<file path="config.mk">
export PLATFORM = sky130hd
export DESIGN_NAME = cp0Top
export DESIGN_NICKNAME = d
export VERILOG_FILES = /design/src/cp0Pkg.sv /design/src/cp0If.sv /design/src/cp0Regs.sv /design/src/cp0Timer.sv /design/src/cp0Top.sv /design/src/exceptCtrl.sv /design/src/exceptDetect.sv
export SDC_FILE = /design/constraint.sdc
export NUM_CORES = 1
export LEC_CHECK = 0
export ABC_AREA = 1
export BUFFER_PORTS_ARGS = -buffer_cell sky130_fd_sc_hd__buf_2
export CAP_MARGIN = 20
export CORE_MARGIN = 5
export CORE_UTILIZATION = 56
export DETAILED_ROUTE_END_ITERATION = 12
export PLACE_DENSITY = 0.83
export SLEW_MARGIN = 40
export SYNTH_ARGS = -nofsm -noshare
export SYNTH_HDL_FRONTEND = slang
export SYNTH_SLANG_ARGS = --single-unit
</file>
<file path="constraint.sdc">
create_clock -name clk -period 2.3 [get_ports clk]
set_input_delay 0.115 -clock clk [delete_from_list [all_inputs] [get_ports clk]]
set_output_delay 0.115 -clock clk [all_outputs]
set_load 0.02 [all_outputs]
</file>
<file path="src/cp0Pkg.sv">
//**************************************************
// coprocessor-0 shared definitions
// register indices, field positions, write masks,
// exception codes and control enums
//**************************************************

package cp0Pkg;

    // cp0 register number as seen on the apb address
    typedef logic [4:0] regIdx_t;

    localparam regIdx_t REG_COUNT   = 5'd9;
    localparam regIdx_t REG_COMPARE = 5'd11;
    localparam regIdx_t REG_STATUS  = 5'd12;
    localparam regIdx_t REG_CAUSE   = 5'd13;
    localparam regIdx_t REG_EPC     = 5'd14;

    // flags gathered by decode and execute
    typedef struct packed {
        logic reservedInstr;
        logic syscall;
        logic brk;
        logic overflow;
        logic wrBadAddr;
        logic rdBadAddr;
        logic eret;
    } exceptFlags_t;

    // mips ExcCode values
    typedef enum logic [4:0] {
        EXC_INT  = 5'd0,
        EXC_ADEL = 5'd4,
        EXC_ADES = 5'd5,
        EXC_SYS  = 5'd8,
        EXC_BP   = 5'd9,
        EXC_RI   = 5'd10,
        EXC_OV   = 5'd12
    } excCode_t;

    typedef enum logic [1:0] {NPC_NONE, NPC_EXCEPT, NPC_ERET} npcSel_t;

    typedef enum logic {IDLE, SETTLE} ctrlState_t;

    //**************************************************
    // field positions
    //**************************************************
    localparam int STATUS_IE    = 0;
    localparam int STATUS_EXL   = 1;
    localparam int STATUS_IM_LO = 8;
    localparam int STATUS_IM_HI = 15;

    localparam int CAUSE_EXC_LO = 2;
    localparam int CAUSE_EXC_HI = 6;
    localparam int CAUSE_IP_LO  = 8;
    localparam int CAUSE_IP_HI  = 15;
    // software bits IP1..IP0, hardware lines IP6..IP2
    localparam int CAUSE_SW_LO  = 8;
    localparam int CAUSE_SW_HI  = 9;
    localparam int CAUSE_HW_LO  = 10;
    localparam int CAUSE_HW_HI  = 14;
    // timer interrupt sits on IP7
    localparam int CAUSE_TI     = 15;

    // bits software may write
    localparam logic [31:0] STATUS_WR_MASK = 32'h0000_FF03;
    localparam logic [31:0] CAUSE_WR_MASK  = 32'h0000_0300;

endpackage

</file>
<file path="src/cp0If.sv">
//**************************************************
// cp0 internal bus
// forwarded register views from the register file
// and trap / eret commits from the control FSM
//**************************************************

interface cp0If;

    import cp0Pkg::*;

    // views incl. any apb write in its access phase
    logic [31:0] status;
    logic [31:0] cause;
    logic [31:0] epc;

    // commit strobes, applied at the next edge
    logic        trapEn;
    logic        eretEn;
    excCode_t    trapCode;
    logic [31:0] trapPc;

    // register side: drives views, takes commits
    modport regs (
        output status, cause, epc,
        input  trapEn, eretEn, trapCode, trapPc
    );

    // interrupt check only needs status and cause
    modport detect (
        input status, cause
    );

    // FSM issues commits, reads epc for eret target
    modport ctrl (
        output trapEn, eretEn, trapCode, trapPc,
        input  epc
    );

endinterface

</file>
<file path="src/cp0Regs.sv">
//**************************************************
// cp0 register file with apb slave
// holds Status, Cause and EPC, routes Count and
// Compare to the timer, forwards access-phase
// writes to the exception logic
//**************************************************

module cp0Regs (
    input  logic              clk,
    input  logic              rst_i,
    // apb slave
    input  logic              psel_i,
    input  logic              penable_i,
    input  logic              pwrite_i,
    input  cp0Pkg::regIdx_t   paddr_i,
    input  logic [31:0]       pwdata_i,
    output logic [31:0]       prdata_o,
    output logic              pready_o,
    output logic              pslverr_o,
    // views and commits
    cp0If.regs                cp,
    // timer side
    output logic              countWr_o,
    output logic              compareWr_o,
    output logic [31:0]       wrData_o,
    input  logic [31:0]       count_i,
    input  logic [31:0]       compare_i,
    input  logic              timerIrq_i,
    // external interrupt lines IP6..IP2
    input  logic [4:0]        hwInt_i
);

    import cp0Pkg::*;

    logic        access;
    logic        mapped;
    logic        wrStatus;
    logic        wrCause;
    logic        wrEpc;
    logic [31:0] statusQ;
    logic [31:0] epcQ;
    excCode_t    excCodeQ;
    logic [1:0]  swIpQ;
    logic [31:0] causeRd;

    //**************************************************
    // apb decode
    //**************************************************
    // zero wait states, access phase is the only one that counts
    assign access   = psel_i && penable_i;
    assign mapped   = (paddr_i == REG_COUNT) || (paddr_i == REG_COMPARE) ||
                      (paddr_i == REG_STATUS) || (paddr_i == REG_CAUSE) ||
                      (paddr_i == REG_EPC);
    assign wrStatus = access && pwrite_i && (paddr_i == REG_STATUS);
    assign wrCause  = access && pwrite_i && (paddr_i == REG_CAUSE);
    assign wrEpc    = access && pwrite_i && (paddr_i == REG_EPC);

    assign pready_o  = 1'b1;
    assign pslverr_o = access && !mapped;

    // count and compare live in the timer
    assign countWr_o   = access && pwrite_i && (paddr_i == REG_COUNT);
    assign compareWr_o = access && pwrite_i && (paddr_i == REG_COMPARE);
    assign wrData_o    = pwdata_i;

    // stored cause, interrupt bits are live
    always_comb begin
        causeRd                            = '0;
        causeRd[CAUSE_TI]                  = timerIrq_i;
        causeRd[CAUSE_HW_HI:CAUSE_HW_LO]   = hwInt_i;
        causeRd[CAUSE_SW_HI:CAUSE_SW_LO]   = swIpQ;
        causeRd[CAUSE_EXC_HI:CAUSE_EXC_LO] = excCodeQ;
    end

    always_comb begin
        case (paddr_i)
            REG_COUNT:   prdata_o = count_i;
            REG_COMPARE: prdata_o = compare_i;
            REG_STATUS:  prdata_o = statusQ;
            REG_CAUSE:   prdata_o = causeRd;
            REG_EPC:     prdata_o = epcQ;
            default:     prdata_o = '0;
        endcase
    end

    //**************************************************
    // forwarded views
    //**************************************************
    // a write in flight overrides only the writable bits
    assign cp.status = wrStatus ? (pwdata_i & STATUS_WR_MASK) : statusQ;
    assign cp.cause  = wrCause ? ((causeRd & ~CAUSE_WR_MASK) | (pwdata_i & CAUSE_WR_MASK))
                               : causeRd;
    assign cp.epc    = wrEpc ? pwdata_i : epcQ;

    //**************************************************
    // register update
    //**************************************************
    always_ff @(posedge clk) begin
        if (rst_i) begin
            statusQ  <= '0;
            epcQ     <= '0;
            excCodeQ <= EXC_INT;
            swIpQ    <= '0;
        end else begin
            // software writes first
            if (wrStatus) begin
                statusQ <= pwdata_i & STATUS_WR_MASK;
            end
            if (wrCause) begin
                swIpQ <= pwdata_i[CAUSE_SW_HI:CAUSE_SW_LO];
            end
            if (wrEpc) begin
                epcQ <= pwdata_i;
            end
            // commits last so EXL, code and epc win
            if (cp.trapEn) begin
                statusQ[STATUS_EXL] <= 1'b1;
                excCodeQ            <= cp.trapCode;
                epcQ                <= cp.trapPc;
            end
            if (cp.eretEn) begin
                statusQ[STATUS_EXL] <= 1'b0;
            end
        end
    end

endmodule

</file>
<file path="src/cp0Timer.sv">
//**************************************************
// Count / Compare timer
// Count steps once every TICK_DIV cycles, a match
// sets a sticky timer interrupt flag
//**************************************************

module cp0Timer #(
    parameter int TICK_DIV = 2
) (
    input  logic        clk,
    input  logic        rst_i,
    input  logic        countWr_i,
    input  logic        compareWr_i,
    input  logic [31:0] wrData_i,
    output logic [31:0] count_o,
    output logic [31:0] compare_o,
    output logic        timerIrq_o
);

    // keep at least one bit when TICK_DIV is 1
    localparam int DIV_W = (TICK_DIV > 1) ? $clog2(TICK_DIV) : 1;

    logic [DIV_W-1:0] divCnt;
    logic             tick;
    logic [31:0]      countNext;

    assign tick      = (divCnt == DIV_W'(TICK_DIV - 1));
    assign countNext = count_o + 32'd1;

    always_ff @(posedge clk) begin
        if (rst_i) begin
            divCnt     <= '0;
            count_o    <= '0;
            compare_o  <= '0;
            timerIrq_o <= 1'b0;
        end else begin
            // prescaler
            divCnt <= tick ? '0 : divCnt + 1'b1;
            // software reload beats the advance
            if (countWr_i) begin
                count_o <= wrData_i;
            end else if (tick) begin
                count_o <= countNext;
            end
            // compare write acknowledges the interrupt
            if (compareWr_i) begin
                compare_o  <= wrData_i;
                timerIrq_o <= 1'b0;
            end else if (tick && !countWr_i && (countNext == compare_o)) begin
                timerIrq_o <= 1'b1;
            end
        end
    end

endmodule

</file>
<file path="src/cp0Top.sv">
//**************************************************
// exception and cp0 unit, memory stage view
// ties register file, timer, detection and the
// control FSM together
//**************************************************

module cp0Top #(
    parameter logic [31:0] EXC_VECTOR = 32'hBFC00380,
    parameter int          TICK_DIV   = 2
) (
    input  logic                        clk,
    input  logic                        rst_i,
    // apb slave
    input  logic                        psel_i,
    input  logic                        penable_i,
    input  logic                        pwrite_i,
    input  cp0Pkg::regIdx_t             paddr_i,
    input  logic                 [31:0] pwdata_i,
    output logic                 [31:0] prdata_o,
    output logic                        pready_o,
    output logic                        pslverr_o,
    // interrupts and memory-stage instruction
    input  logic                  [4:0] hwInt_i,
    input  logic                        memValid_i,
    input  logic                 [31:0] memPc_i,
    input  cp0Pkg::exceptFlags_t        memFlags_i,
    input  logic                        memRegWr_i,
    // pipeline control
    output logic                        regWr_o,
    output logic                        flush_o,
    output cp0Pkg::npcSel_t             npcSel_o,
    output logic                 [31:0] npc_o,
    output cp0Pkg::excCode_t            excCode_o
);

    import cp0Pkg::*;

    cp0If cpBus ();

    // timer link
    logic        countWr;
    logic        compareWr;
    logic [31:0] wrData;
    logic [31:0] count;
    logic [31:0] compare;
    logic        timerIrq;
    // detect to control
    logic        excValid;
    logic        isEret;

    cp0Regs cp0Regs_inst (
        .clk(clk), .rst_i(rst_i),
        .psel_i(psel_i), .penable_i(penable_i), .pwrite_i(pwrite_i),
        .paddr_i(paddr_i), .pwdata_i(pwdata_i), .prdata_o(prdata_o),
        .pready_o(pready_o), .pslverr_o(pslverr_o),
        .cp(cpBus.regs),
        .countWr_o(countWr), .compareWr_o(compareWr), .wrData_o(wrData),
        .count_i(count), .compare_i(compare), .timerIrq_i(timerIrq),
        .hwInt_i(hwInt_i)
    );

    cp0Timer #(.TICK_DIV(TICK_DIV)) cp0Timer_inst (
        .clk(clk), .rst_i(rst_i),
        .countWr_i(countWr), .compareWr_i(compareWr), .wrData_i(wrData),
        .count_o(count), .compare_o(compare), .timerIrq_o(timerIrq)
    );

    exceptDetect exceptDetect_inst (
        .memPc_i(memPc_i), .memFlags_i(memFlags_i), .cp(cpBus.detect),
        .excValid_o(excValid), .isEret_o(isEret), .excCode_o(excCode_o)
    );

    exceptCtrl #(.EXC_VECTOR(EXC_VECTOR)) exceptCtrl_inst (
        .clk(clk), .rst_i(rst_i),
        .memValid_i(memValid_i), .memPc_i(memPc_i), .memRegWr_i(memRegWr_i),
        .excValid_i(excValid), .isEret_i(isEret), .excCode_i(excCode_o),
        .cp(cpBus.ctrl),
        .regWr_o(regWr_o), .flush_o(flush_o), .npcSel_o(npcSel_o), .npc_o(npc_o)
    );

endmodule

</file>
<file path="src/exceptCtrl.sv">
//**************************************************
// exception control FSM
// kills the register write, flushes the pipe,
// picks the redirect and commits traps / erets
//**************************************************

module exceptCtrl #(
    parameter logic [31:0] EXC_VECTOR = 32'hBFC00380
) (
    input  logic                    clk,
    input  logic                    rst_i,
    input  logic                    memValid_i,
    input  logic             [31:0] memPc_i,
    input  logic                    memRegWr_i,
    input  logic                    excValid_i,
    input  logic                    isEret_i,
    input  cp0Pkg::excCode_t        excCode_i,
    cp0If.ctrl                      cp,
    output logic                    regWr_o,
    output logic                    flush_o,
    output cp0Pkg::npcSel_t         npcSel_o,
    output logic             [31:0] npc_o
);

    import cp0Pkg::*;

    ctrlState_t state;
    ctrlState_t stateNext;
    logic       take;

    // only a valid instruction seen in IDLE can redirect
    assign take = (state == IDLE) && memValid_i && (excValid_i || isEret_i);

    //**************************************************
    // outputs and commits
    //**************************************************
    always_comb begin
        regWr_o     = memRegWr_i;
        flush_o     = 1'b0;
        npcSel_o    = NPC_NONE;
        npc_o       = '0;
        cp.trapEn   = 1'b0;
        cp.eretEn   = 1'b0;
        cp.trapCode = excCode_i;
        cp.trapPc   = memPc_i;
        // SETTLE always falls back to IDLE
        stateNext   = IDLE;
        if (take) begin
            regWr_o   = 1'b0;
            flush_o   = 1'b1;
            stateNext = SETTLE;
            if (excValid_i) begin
                npcSel_o  = NPC_EXCEPT;
                npc_o     = EXC_VECTOR;
                cp.trapEn = 1'b1;
            end else begin
                // eret target, forwarded epc
                npcSel_o  = NPC_ERET;
                npc_o     = cp.epc;
                cp.eretEn = 1'b1;
            end
        end
    end

    //**************************************************
    // state register
    //**************************************************
    always_ff @(posedge clk) begin
        if (rst_i) begin
            state <= IDLE;
        end else begin
            state <= stateNext;
        end
    end

endmodule

</file>
<file path="src/exceptDetect.sv">
//**************************************************
// exception detection
// merges stage flags, fetch alignment and pending
// interrupts into one prioritized exception code
//**************************************************

module exceptDetect (
    input  logic                  [31:0] memPc_i,
    input  cp0Pkg::exceptFlags_t         memFlags_i,
    cp0If.detect                         cp,
    output logic                         excValid_o,
    output logic                         isEret_o,
    output cp0Pkg::excCode_t             excCode_o
);

    import cp0Pkg::*;

    logic [7:0] ipMasked;
    logic       intPending;
    logic       pcMisaligned;

    //**************************************************
    // interrupt check
    //**************************************************
    // pending lines that software left unmasked
    assign ipMasked = cp.cause[CAUSE_IP_HI:CAUSE_IP_LO] &
                      cp.status[STATUS_IM_HI:STATUS_IM_LO];

    // blocked at exception level or with IE clear
    assign intPending = (|ipMasked) && !cp.status[STATUS_EXL] && cp.status[STATUS_IE];

    // fetch address error, word aligned only
    assign pcMisaligned = (memPc_i[1:0] != 2'b00);

    //**************************************************
    // priority select
    //**************************************************
    always_comb begin
        excValid_o = 1'b1;
        isEret_o   = 1'b0;
        excCode_o  = EXC_INT;
        if (intPending) begin
            excCode_o = EXC_INT;
        end else if (pcMisaligned) begin
            // bad fetch reports as a load error
            excCode_o = EXC_ADEL;
        end else if (memFlags_i.reservedInstr) begin
            excCode_o = EXC_RI;
        end else if (memFlags_i.syscall) begin
            excCode_o = EXC_SYS;
        end else if (memFlags_i.brk) begin
            excCode_o = EXC_BP;
        end else if (memFlags_i.overflow) begin
            excCode_o = EXC_OV;
        end else if (memFlags_i.wrBadAddr) begin
            // store address error
            excCode_o = EXC_ADES;
        end else if (memFlags_i.rdBadAddr) begin
            // load address error
            excCode_o = EXC_ADEL;
        end else if (memFlags_i.eret) begin
            // eret is not a trap, no code
            excValid_o = 1'b0;
            isEret_o   = 1'b1;
        end else begin
            excValid_o = 1'b0;
        end
    end

endmodule

</file>
==> impl_metrics.csv, run 1 <==
group,metric,value,unit
pwr,p_seq_share,37.7,%
timing,finalHoldViolCount,0,
timing,finalCriticalPeriod,2.264,ns
route,drc,0,
setup_path,start_kind,"input pin",
grt,grt.overflow.total,0,
cts,cts_root_buf,"clkbuf_16",
layout,diodes,0,
logic_synthesis,synth_xor_area_share,1.680,%
pwr,vdd_drop_max,0.5484,mV
floorplan,die_y,127.0,µm
timing,rsz0062_at_grt,"true",
floorplan,ios,163,
setup_path,crit_path_frequent_cell,"buf_6",
logic_synthesis,synthMuxAreaShare,2.642,%
timing,tightest_slew,0.7398,ns
setup_path,critPathSlowestCell,"dlygate4sd3_1",
floorplan,core_area,13350,µm²
timing,setup_slack,0.03555,ns
logic_synthesis,ys_ff_latch,115,
pwr,p_sw_share,27.10,%
route,wl_per_cell,18.40,µm
setup_path,arrival,2.15,ns
logic_synthesis,synthSimpleGateAreaFrac,37.81,%
route,drt_iter0_drc,1222,
route,avgViaCountPerCell,5.763,
route,routed-via-count,9331,
pwr,power_leakage,4.467,nW
place,place_inst,1555,
logic_synthesis,ys_warn_count,0,
timing,relSlewSlack,50.30,%
timing,fin_crit_sh,98.45,%
setup_path,end_kind,"output port",
grt,grtUsageTotal,34.96,%
timing,setup_viol_count_final,0,
pwr,combPwrFrac,12.3,%
logic_synthesis,synth-compound-area-share,16.73,%
cts,htreeDepth,4,
layout,layout.cells.non_filler,1619,
floorplan,die_w,127.0,µm
timing,drv_slew,0,
timing,skew,0.007802,ns
pwr,p_sw,1.506,mW
layout,postLayoutCoreUtil,73.58,%
route,drt_first_pass_iters,6,
layout,syn2layout_area_growth,28.04,%
logic_synthesis,synth_cell_types,43,
cts,cts_buffer_depth,2,
cts,cts_tree,"yes",
route,ant_nets,0,
pwr,power_density,565.8,nW/µm²
cts,clkSinkCount,115,
grt,antenna_found_initial,0,
cts,clkSlewWorstSetupHoldPaths,0.06,ns
setup_path,crit_path_cell_trace,"dlygate4sd3_1 > buf_2 > inv_2 > nand2_1 > nand3_1 > o21ai_2 > nor2_2 > nand2_2 > nand2_4 > nand4_1 > buf_6 > buf_6 > nor2_1 > buf_4",
setup_path,cp_slowest_stage_delay,0.53,ns
grt,grt_pass1_vias,8422,
logic_synthesis,seq_area_frac_synth,30.01,%
worst_hold_path,worstHoldPathType,"in -> reg",
pwr,total_power,5.557,mW
layout,n_fill_cell,1095,
layout,register_area,2305,µm²
logic_synthesis,syn_nets,1338,
setup_path,critPathBufInv,6,
logic_synthesis,avgSynthCellArea,6.142,µm²
layout,drive_above_1_share,19.75,%
place,port_buffers,160,
timing,fmax,441.6,MHz
place,dpl.hpwl,20570,µm
layout,multiInputGateArea,4641,µm²
logic_synthesis,synth_area,7671,µm²
logic_synthesis,synth_adder_area_share,0.1631,%
route,routed_wl,29790,µm
floorplan,initial_core_util,57.47,%
grt,grt_pass1_wl,44770,µm
cts,clock_latency,0.43,ns
floorplan,rows,42,
cts,cts_buffers,17,
floorplan,dieArea,16140,µm²
layout,final_nets,1519,
job,maxCapViolCount,0,
pwr,clkPwrFrac,50.1,%
place,pre_cts_ws,-0.01316,ns
place,place_congestion,0.9795,
pwr,internal_power,4.051,mW
setup_path,worstPathMaxFanout,6,
logic_synthesis,synth_cells,1249,
outcome,status,"completed",
timing,final.setup.tns,0,ns
logic_synthesis,synth_top_family_by_area,"simple AND/OR/NAND/NOR gates",
setup_path,cp_top_family,"buffers and inverters",
setup_path,critical_path_class,"in -> out",
grt,grt_max_degree,74,
setup_path,cp.required,2.18,ns
-- cells in the mapped netlist, drive strengths merged --
cell	count	area, µm²
nand2	379	1465
nor2	178	699.4
inv	137	514.3
dfxtp	115	2302
nand3	79	395.4
o21ai	71	355.3
a21oi	63	315.3
clkbuf	41	153.9
nand3b	33	247.7
a31oi	27	168.9
buf	24	161.4
o221ai	19	166.4
a21boi	14	105.1
mux2	10	112.6
mux2i	9	90.09
a221oi	8	70.07
o22ai	7	43.79
nand4	5	31.28
nor3	5	36.29
xnor2	4	35.03
and2	3	18.77
o211ai	3	22.52
xnor3	3	67.56
xor2	3	26.28
conb	2	7.510
o2111ai	2	17.52
a221o	1	10.01
a22o	1	8.760
clkinv	1	3.750
ha	1	12.51
nor4	1	6.260
-- sequential cells by signal (all words and copies together) (netlist names) --
| register | count |
|---|---|
| cp0Regs_inst.epcQ | 32 |
| cp0Timer_inst.compare_o | 32 |
| cp0Timer_inst.count_o | 32 |
| cp0Regs_inst.statusQ | 10 |
| cp0Regs_inst.excCodeQ | 4 |
| cp0Regs_inst.swIpQ | 2 |
| cp0Timer_inst.divCnt | 1 |
| cp0Timer_inst.timerIrq_o | 1 |
| exceptCtrl_inst.state | 1 |
-- final timing paths --
kind / startpoint / endpoint / slack [ns] / cells past startpoint
worst max-delay path: pwdata_i[11] / npc_o[30] / 0.04 / 14
worst min-delay path: memPc_i[27] / cp0Regs_inst.epcQ[27] / 0.008 / 4
worst max register to register: cp0Timer_inst.count_o[9] / cp0Timer_inst.timerIrq_o / 0.17 / 14
worst min register to register: cp0Timer_inst.divCnt / cp0Timer_inst.divCnt / 0.44 / 1
-- worst register-to-register path: cells and delay by family (launching register included) --
family,cells,cell delay (ns)
buffers and inverters,1,0.09
flip-flops,1,0.42
AO/OA/AOI/OAI,1,0.13
AND/OR/NAND/NOR,12,1.41
-- power by group through the flow --
| stage | Combinational (mW) | Sequential (mW) | Clock [mW] |
|---|---|---|---|
| floorplan | 0.365 | 2.12 | 0 |
| global placement | 0.595 | 2.13 | 0 |
| detailed placement | 0.600 | 2.13 | 0 |
| CTS | 0.636 | 2.09 | 2.78 |
| global route | 0.734 | 2.10 | 2.89 |
| finish | 0.682 | 2.09 | 2.78 |
-- cell type report --
| type | instances | area share (%) |
|---|---|---|
| sequential | 115 | 23.46 |
| tap | 176 | 2.242 |
| multi-input combinational | 931 | 47.25 |
| timing repair buffer | 227 | 15.47 |
| clock buffer | 18 | 4.471 |
| clock inverter | 14 | 1.809 |
| inverter | 138 | 5.299 |
-- placed cells by master (no fill, tap or decap), types with 8 or more instances in the layout --
cell type      count
a31oi_1           27
a21oi_1           61
nor2_1           160
dlygate4sd3_1     24
nand3_1           78
a21boi_1          12
o21ai_0           61
mux2i_1            9
nand3b_1          33
buf_6             10
buf_4             48
buf_2            140
clkbuf_16         18
nor2_2            10
o221ai_1          19
o21ai_1            8
dfxtp_1          113
mux2_2            10
nand2_1          372
inv_1            130
a221oi_1           8
-- kinds of logic after synthesis --
kind of cell	count (synthesis)
buffers and inverters	203
adder cells (fa/ha/maj)	1
AND/OR/NAND/NOR	683
other	2
flip-flops	115
multiplexers	19
AO/OA/AOI/OAI	216
XOR/XNOR	10
-- per-stage QoR --
step	hold slack, ns	area, µm²
2_1_floorplan	0.2808	7671
6_report	0.008281	9822
3_3_place_gp	0.4152	8685
4_1_cts	0.0002389	9544
5_1_grt	0.01649	9822
3_5_place_dp	0.4237	8685
-- per-layer routing --
metal / wire [µm] / global-route usage (%)
met5: 0 / 0
met4: 801 / 10.60
met3: 3526 / 8.681
met2: 13300 / 53.70
met1: 12160 / 48.66
-- timing repair --
action,in CTS,in global routing
gates resized for setup,1,68
gates cloned,0,4
hold buffers,24,0
setup endpoints to repair,1,35
setup buffers,0,5
hold endpoints to repair,26,0
pin swaps,0,6
No activity file was read; power rests on OpenSTA's default activity.
==> run 2: changes to the inputs <==
--- a/config.mk
+++ b/config.mk
@@ -8,10 +8,12 @@
 export ABC_AREA = 1
 export BUFFER_PORTS_ARGS = -buffer_cell sky130_fd_sc_hd__buf_2
 export CAP_MARGIN = 20
+export CELL_PAD_IN_SITES_DETAIL_PLACEMENT = 0
+export CELL_PAD_IN_SITES_GLOBAL_PLACEMENT = 2
 export CORE_MARGIN = 5
-export CORE_UTILIZATION = 56
+export CORE_UTILIZATION = 29
 export DETAILED_ROUTE_END_ITERATION = 12
-export PLACE_DENSITY = 0.83
+export PLACE_DENSITY = 0.82
 export SLEW_MARGIN = 40
 export SYNTH_ARGS = -nofsm -noshare
 export SYNTH_HDL_FRONTEND = slang
==> impl_metrics.csv, run 2 (synthesis results as in run 1) <==
group,metric,value,unit
outcome,status,"completed",
setup_path,cp.required,2.18,ns
floorplan,die_w,172.6,µm
timing,rsz0062_at_grt,"true",
place,port_buffers,160,
route,ant_nets,0,
timing,fmax,464.3,MHz
worst_hold_path,worstHoldPathType,"in -> reg",
timing,fin_crit_sh,93.63,%
route,drc,0,
route,routed_wl,31240,µm
route,wl_per_cell,17.55,µm
layout,reg_top3,"cp0Regs_inst.epcQ (32), cp0Timer_inst.compare_o (32), cp0Timer_inst.count_o (32)",
layout,diodes,0,
layout,final_area,9958,µm²
layout,final_common_cell,"nand2_1",
floorplan,rows,59,
pwr,total_power,5.633,mW
place,place_area,9026,µm²
timing,tightest_slew,0.6267,ns
setup_path,arrival,2.04,ns
timing,setup_viol_count_final,0,
place,dpl.hpwl,23860,µm
setup_path,critical_path_class,"in -> out",
timing,finalCriticalPeriod,2.154,ns
place,place_congestion,0.8930,
floorplan,dieArea,29800,µm²
grt,grt_max_degree,52,
layout,drive_above_1_share,21.11,%
setup_path,end_kind,"output port",
layout,final_nets,1521,
route,drt_first_pass_iters,5,
cts,cts_buffers,17,
setup_path,r2r_slack,0.18,ns
cts,clock_latency,0.42,ns
job,maxCapViolCount,0,
setup_path,r2r_cells,17,
place,place_inst,1731,
floorplan,die_y,172.6,µm
floorplan,ios,163,
cts,cts_tree,"yes",
cts,cts_buffer_depth,2,
route,drt_iter0_drc,603,
pwr,vdd_drop_max,0.3597,mV
worst_hold_path,min_to,"cp0Regs_inst.epcQ[9]",
worst_hold_path,min_from,"memPc_i[9]",
cts,clkSlewWorstSetupHoldPaths,0.06,ns
cts,clkSinkCount,115,
grt,grtUsageTotal,20.28,%
route,avgViaCountPerCell,4.857,
route,routed-via-count,8645,
floorplan,core_area,26060,µm²
setup_path,worstPathMaxFanout,22,
worst_hold_path,min_path_cells,4,
grt,grt.overflow.total,0,
setup_path,r2r_end,"cp0Timer_inst.timerIrq_o",
grt,grt_pass1_vias,8398,
setup_path,start_kind,"input pin",
timing,relSlewSlack,58.22,%
setup_path,r2r_start,"cp0Timer_inst.count_o[0]",
timing,drv_slew,0,
timing,final.setup.tns,0,ns
floorplan,initial_core_util,29.44,%
cts,htreeDepth,4,
timing,finalHoldViolCount,0,
layout,postLayoutCoreUtil,38.21,%
layout,mostFrequentLayoutCells,"nand2_1 (366), nor2_1 (164), buf_2 (159), inv_1 (132), dfxtp_1 (111)",
grt,antenna_found_initial,1,
pwr,power_density,565.6,nW/µm²
pwr,power_leakage,4.514,nW
timing,skew,0.008037,ns
layout,syn2layout_area_growth,29.82,%
cts,cts_root_buf,"clkbuf_16",
grt,grt_pass1_wl,48310,µm
layout,layout.cells.non_filler,1780,
==> run 2: changes by cell type in the layout (fill, tap and decap cells not counted), sizes merged <==
| cell | change |
|---|---|
| inv | -2 |
| dlygate4sd3 | -12 |
| buf | +14 |
| clkinvlp | -4 |
| bufinv | +1 |
| clkbuf | -1 |
| clkinv | +6 |
==> run 2: how the worst max path moves through the flow <==
stage                           from   endpoint  slack (ns)  depth (start not counted)
after CTS                 paddr_i[4]   npc_o[7]        0.02                         16
after floorplan           paddr_i[4]  npc_o[22]        0.32                         17
final                     paddr_i[4]  npc_o[22]        0.15                         16
after global placement    paddr_i[4]  npc_o[26]        0.05                         16
after global routing      paddr_i[4]   npc_o[7]      -0.006                         16
after detailed placement  paddr_i[4]   npc_o[7]        0.03                         16
==> run 2: final cells by class <==
class	instances	area (µm²)
clock buffer	17	425.4
clock inverter	15	209.0
fill	2863	16100
inverter	138	523.0
multi-input combinational	931	4648
sequential	115	2307
tap	335	419.2
timing repair buffer	229	1426
==> run 2: power by group <==
| group | switching [mW] | internal (mW) | leakage (nW) |
|---|---|---|---|
| logic | 0.417 | 0.246 | 3.26 |
| clock network | 1.05 | 1.82 | 0.311 |
| registers | 0.0366 | 2.05 | 0.938 |
| total | 1.51 | 4.12 | 4.51 |
==> run 2: through the flow <==
stage,worst slack [ns],hold WS [ns]
finish,0.1464,0.01700
global route,-0.005710,0.01251
CTS,0.02033,0.0006532
detailed placement,0.03338,0.4085
global placement,0.05211,0.4036
floorplan,0.3197,0.2808
==> run 2: routing by layer <==
metal  vias up  wire [µm]  global-route usage, %  share of wire (%)
met5         -         13                      0              0.042
met4         2        730                  6.867                2.3
met3        43       1902                  3.341                6.1
met2       272      13380                  30.74                 43
met1      3899      15210                  29.16                 49
li1       4429          -                      -                  -
==> run 2: worst max-delay path, stage by stage <==
cell     delay (ns)
buf_2          0.12
nor2_4         0.15
nand2_4        0.11
nor3_4         0.20
buf_6          0.15
nand2_1        0.06
nand3_1        0.06
o21ai_1        0.06
nor2_1         0.15
nand2_2        0.09
nand2_4        0.09
nand2_4        0.11
buf_12         0.20
a21oi_4        0.14
nor2_1         0.06
buf_2          0.15
==> run 2: timing repair <==
| item | in CTS | in global routing |
|---|---|---|
| hold buffers | 12 | 0 |
| setup buffers | 0 | 4 |
| setup endpoints to repair | 0 | 23 |
| gates resized for setup | 0 | 43 |
| hold endpoints to repair | 13 | 0 |
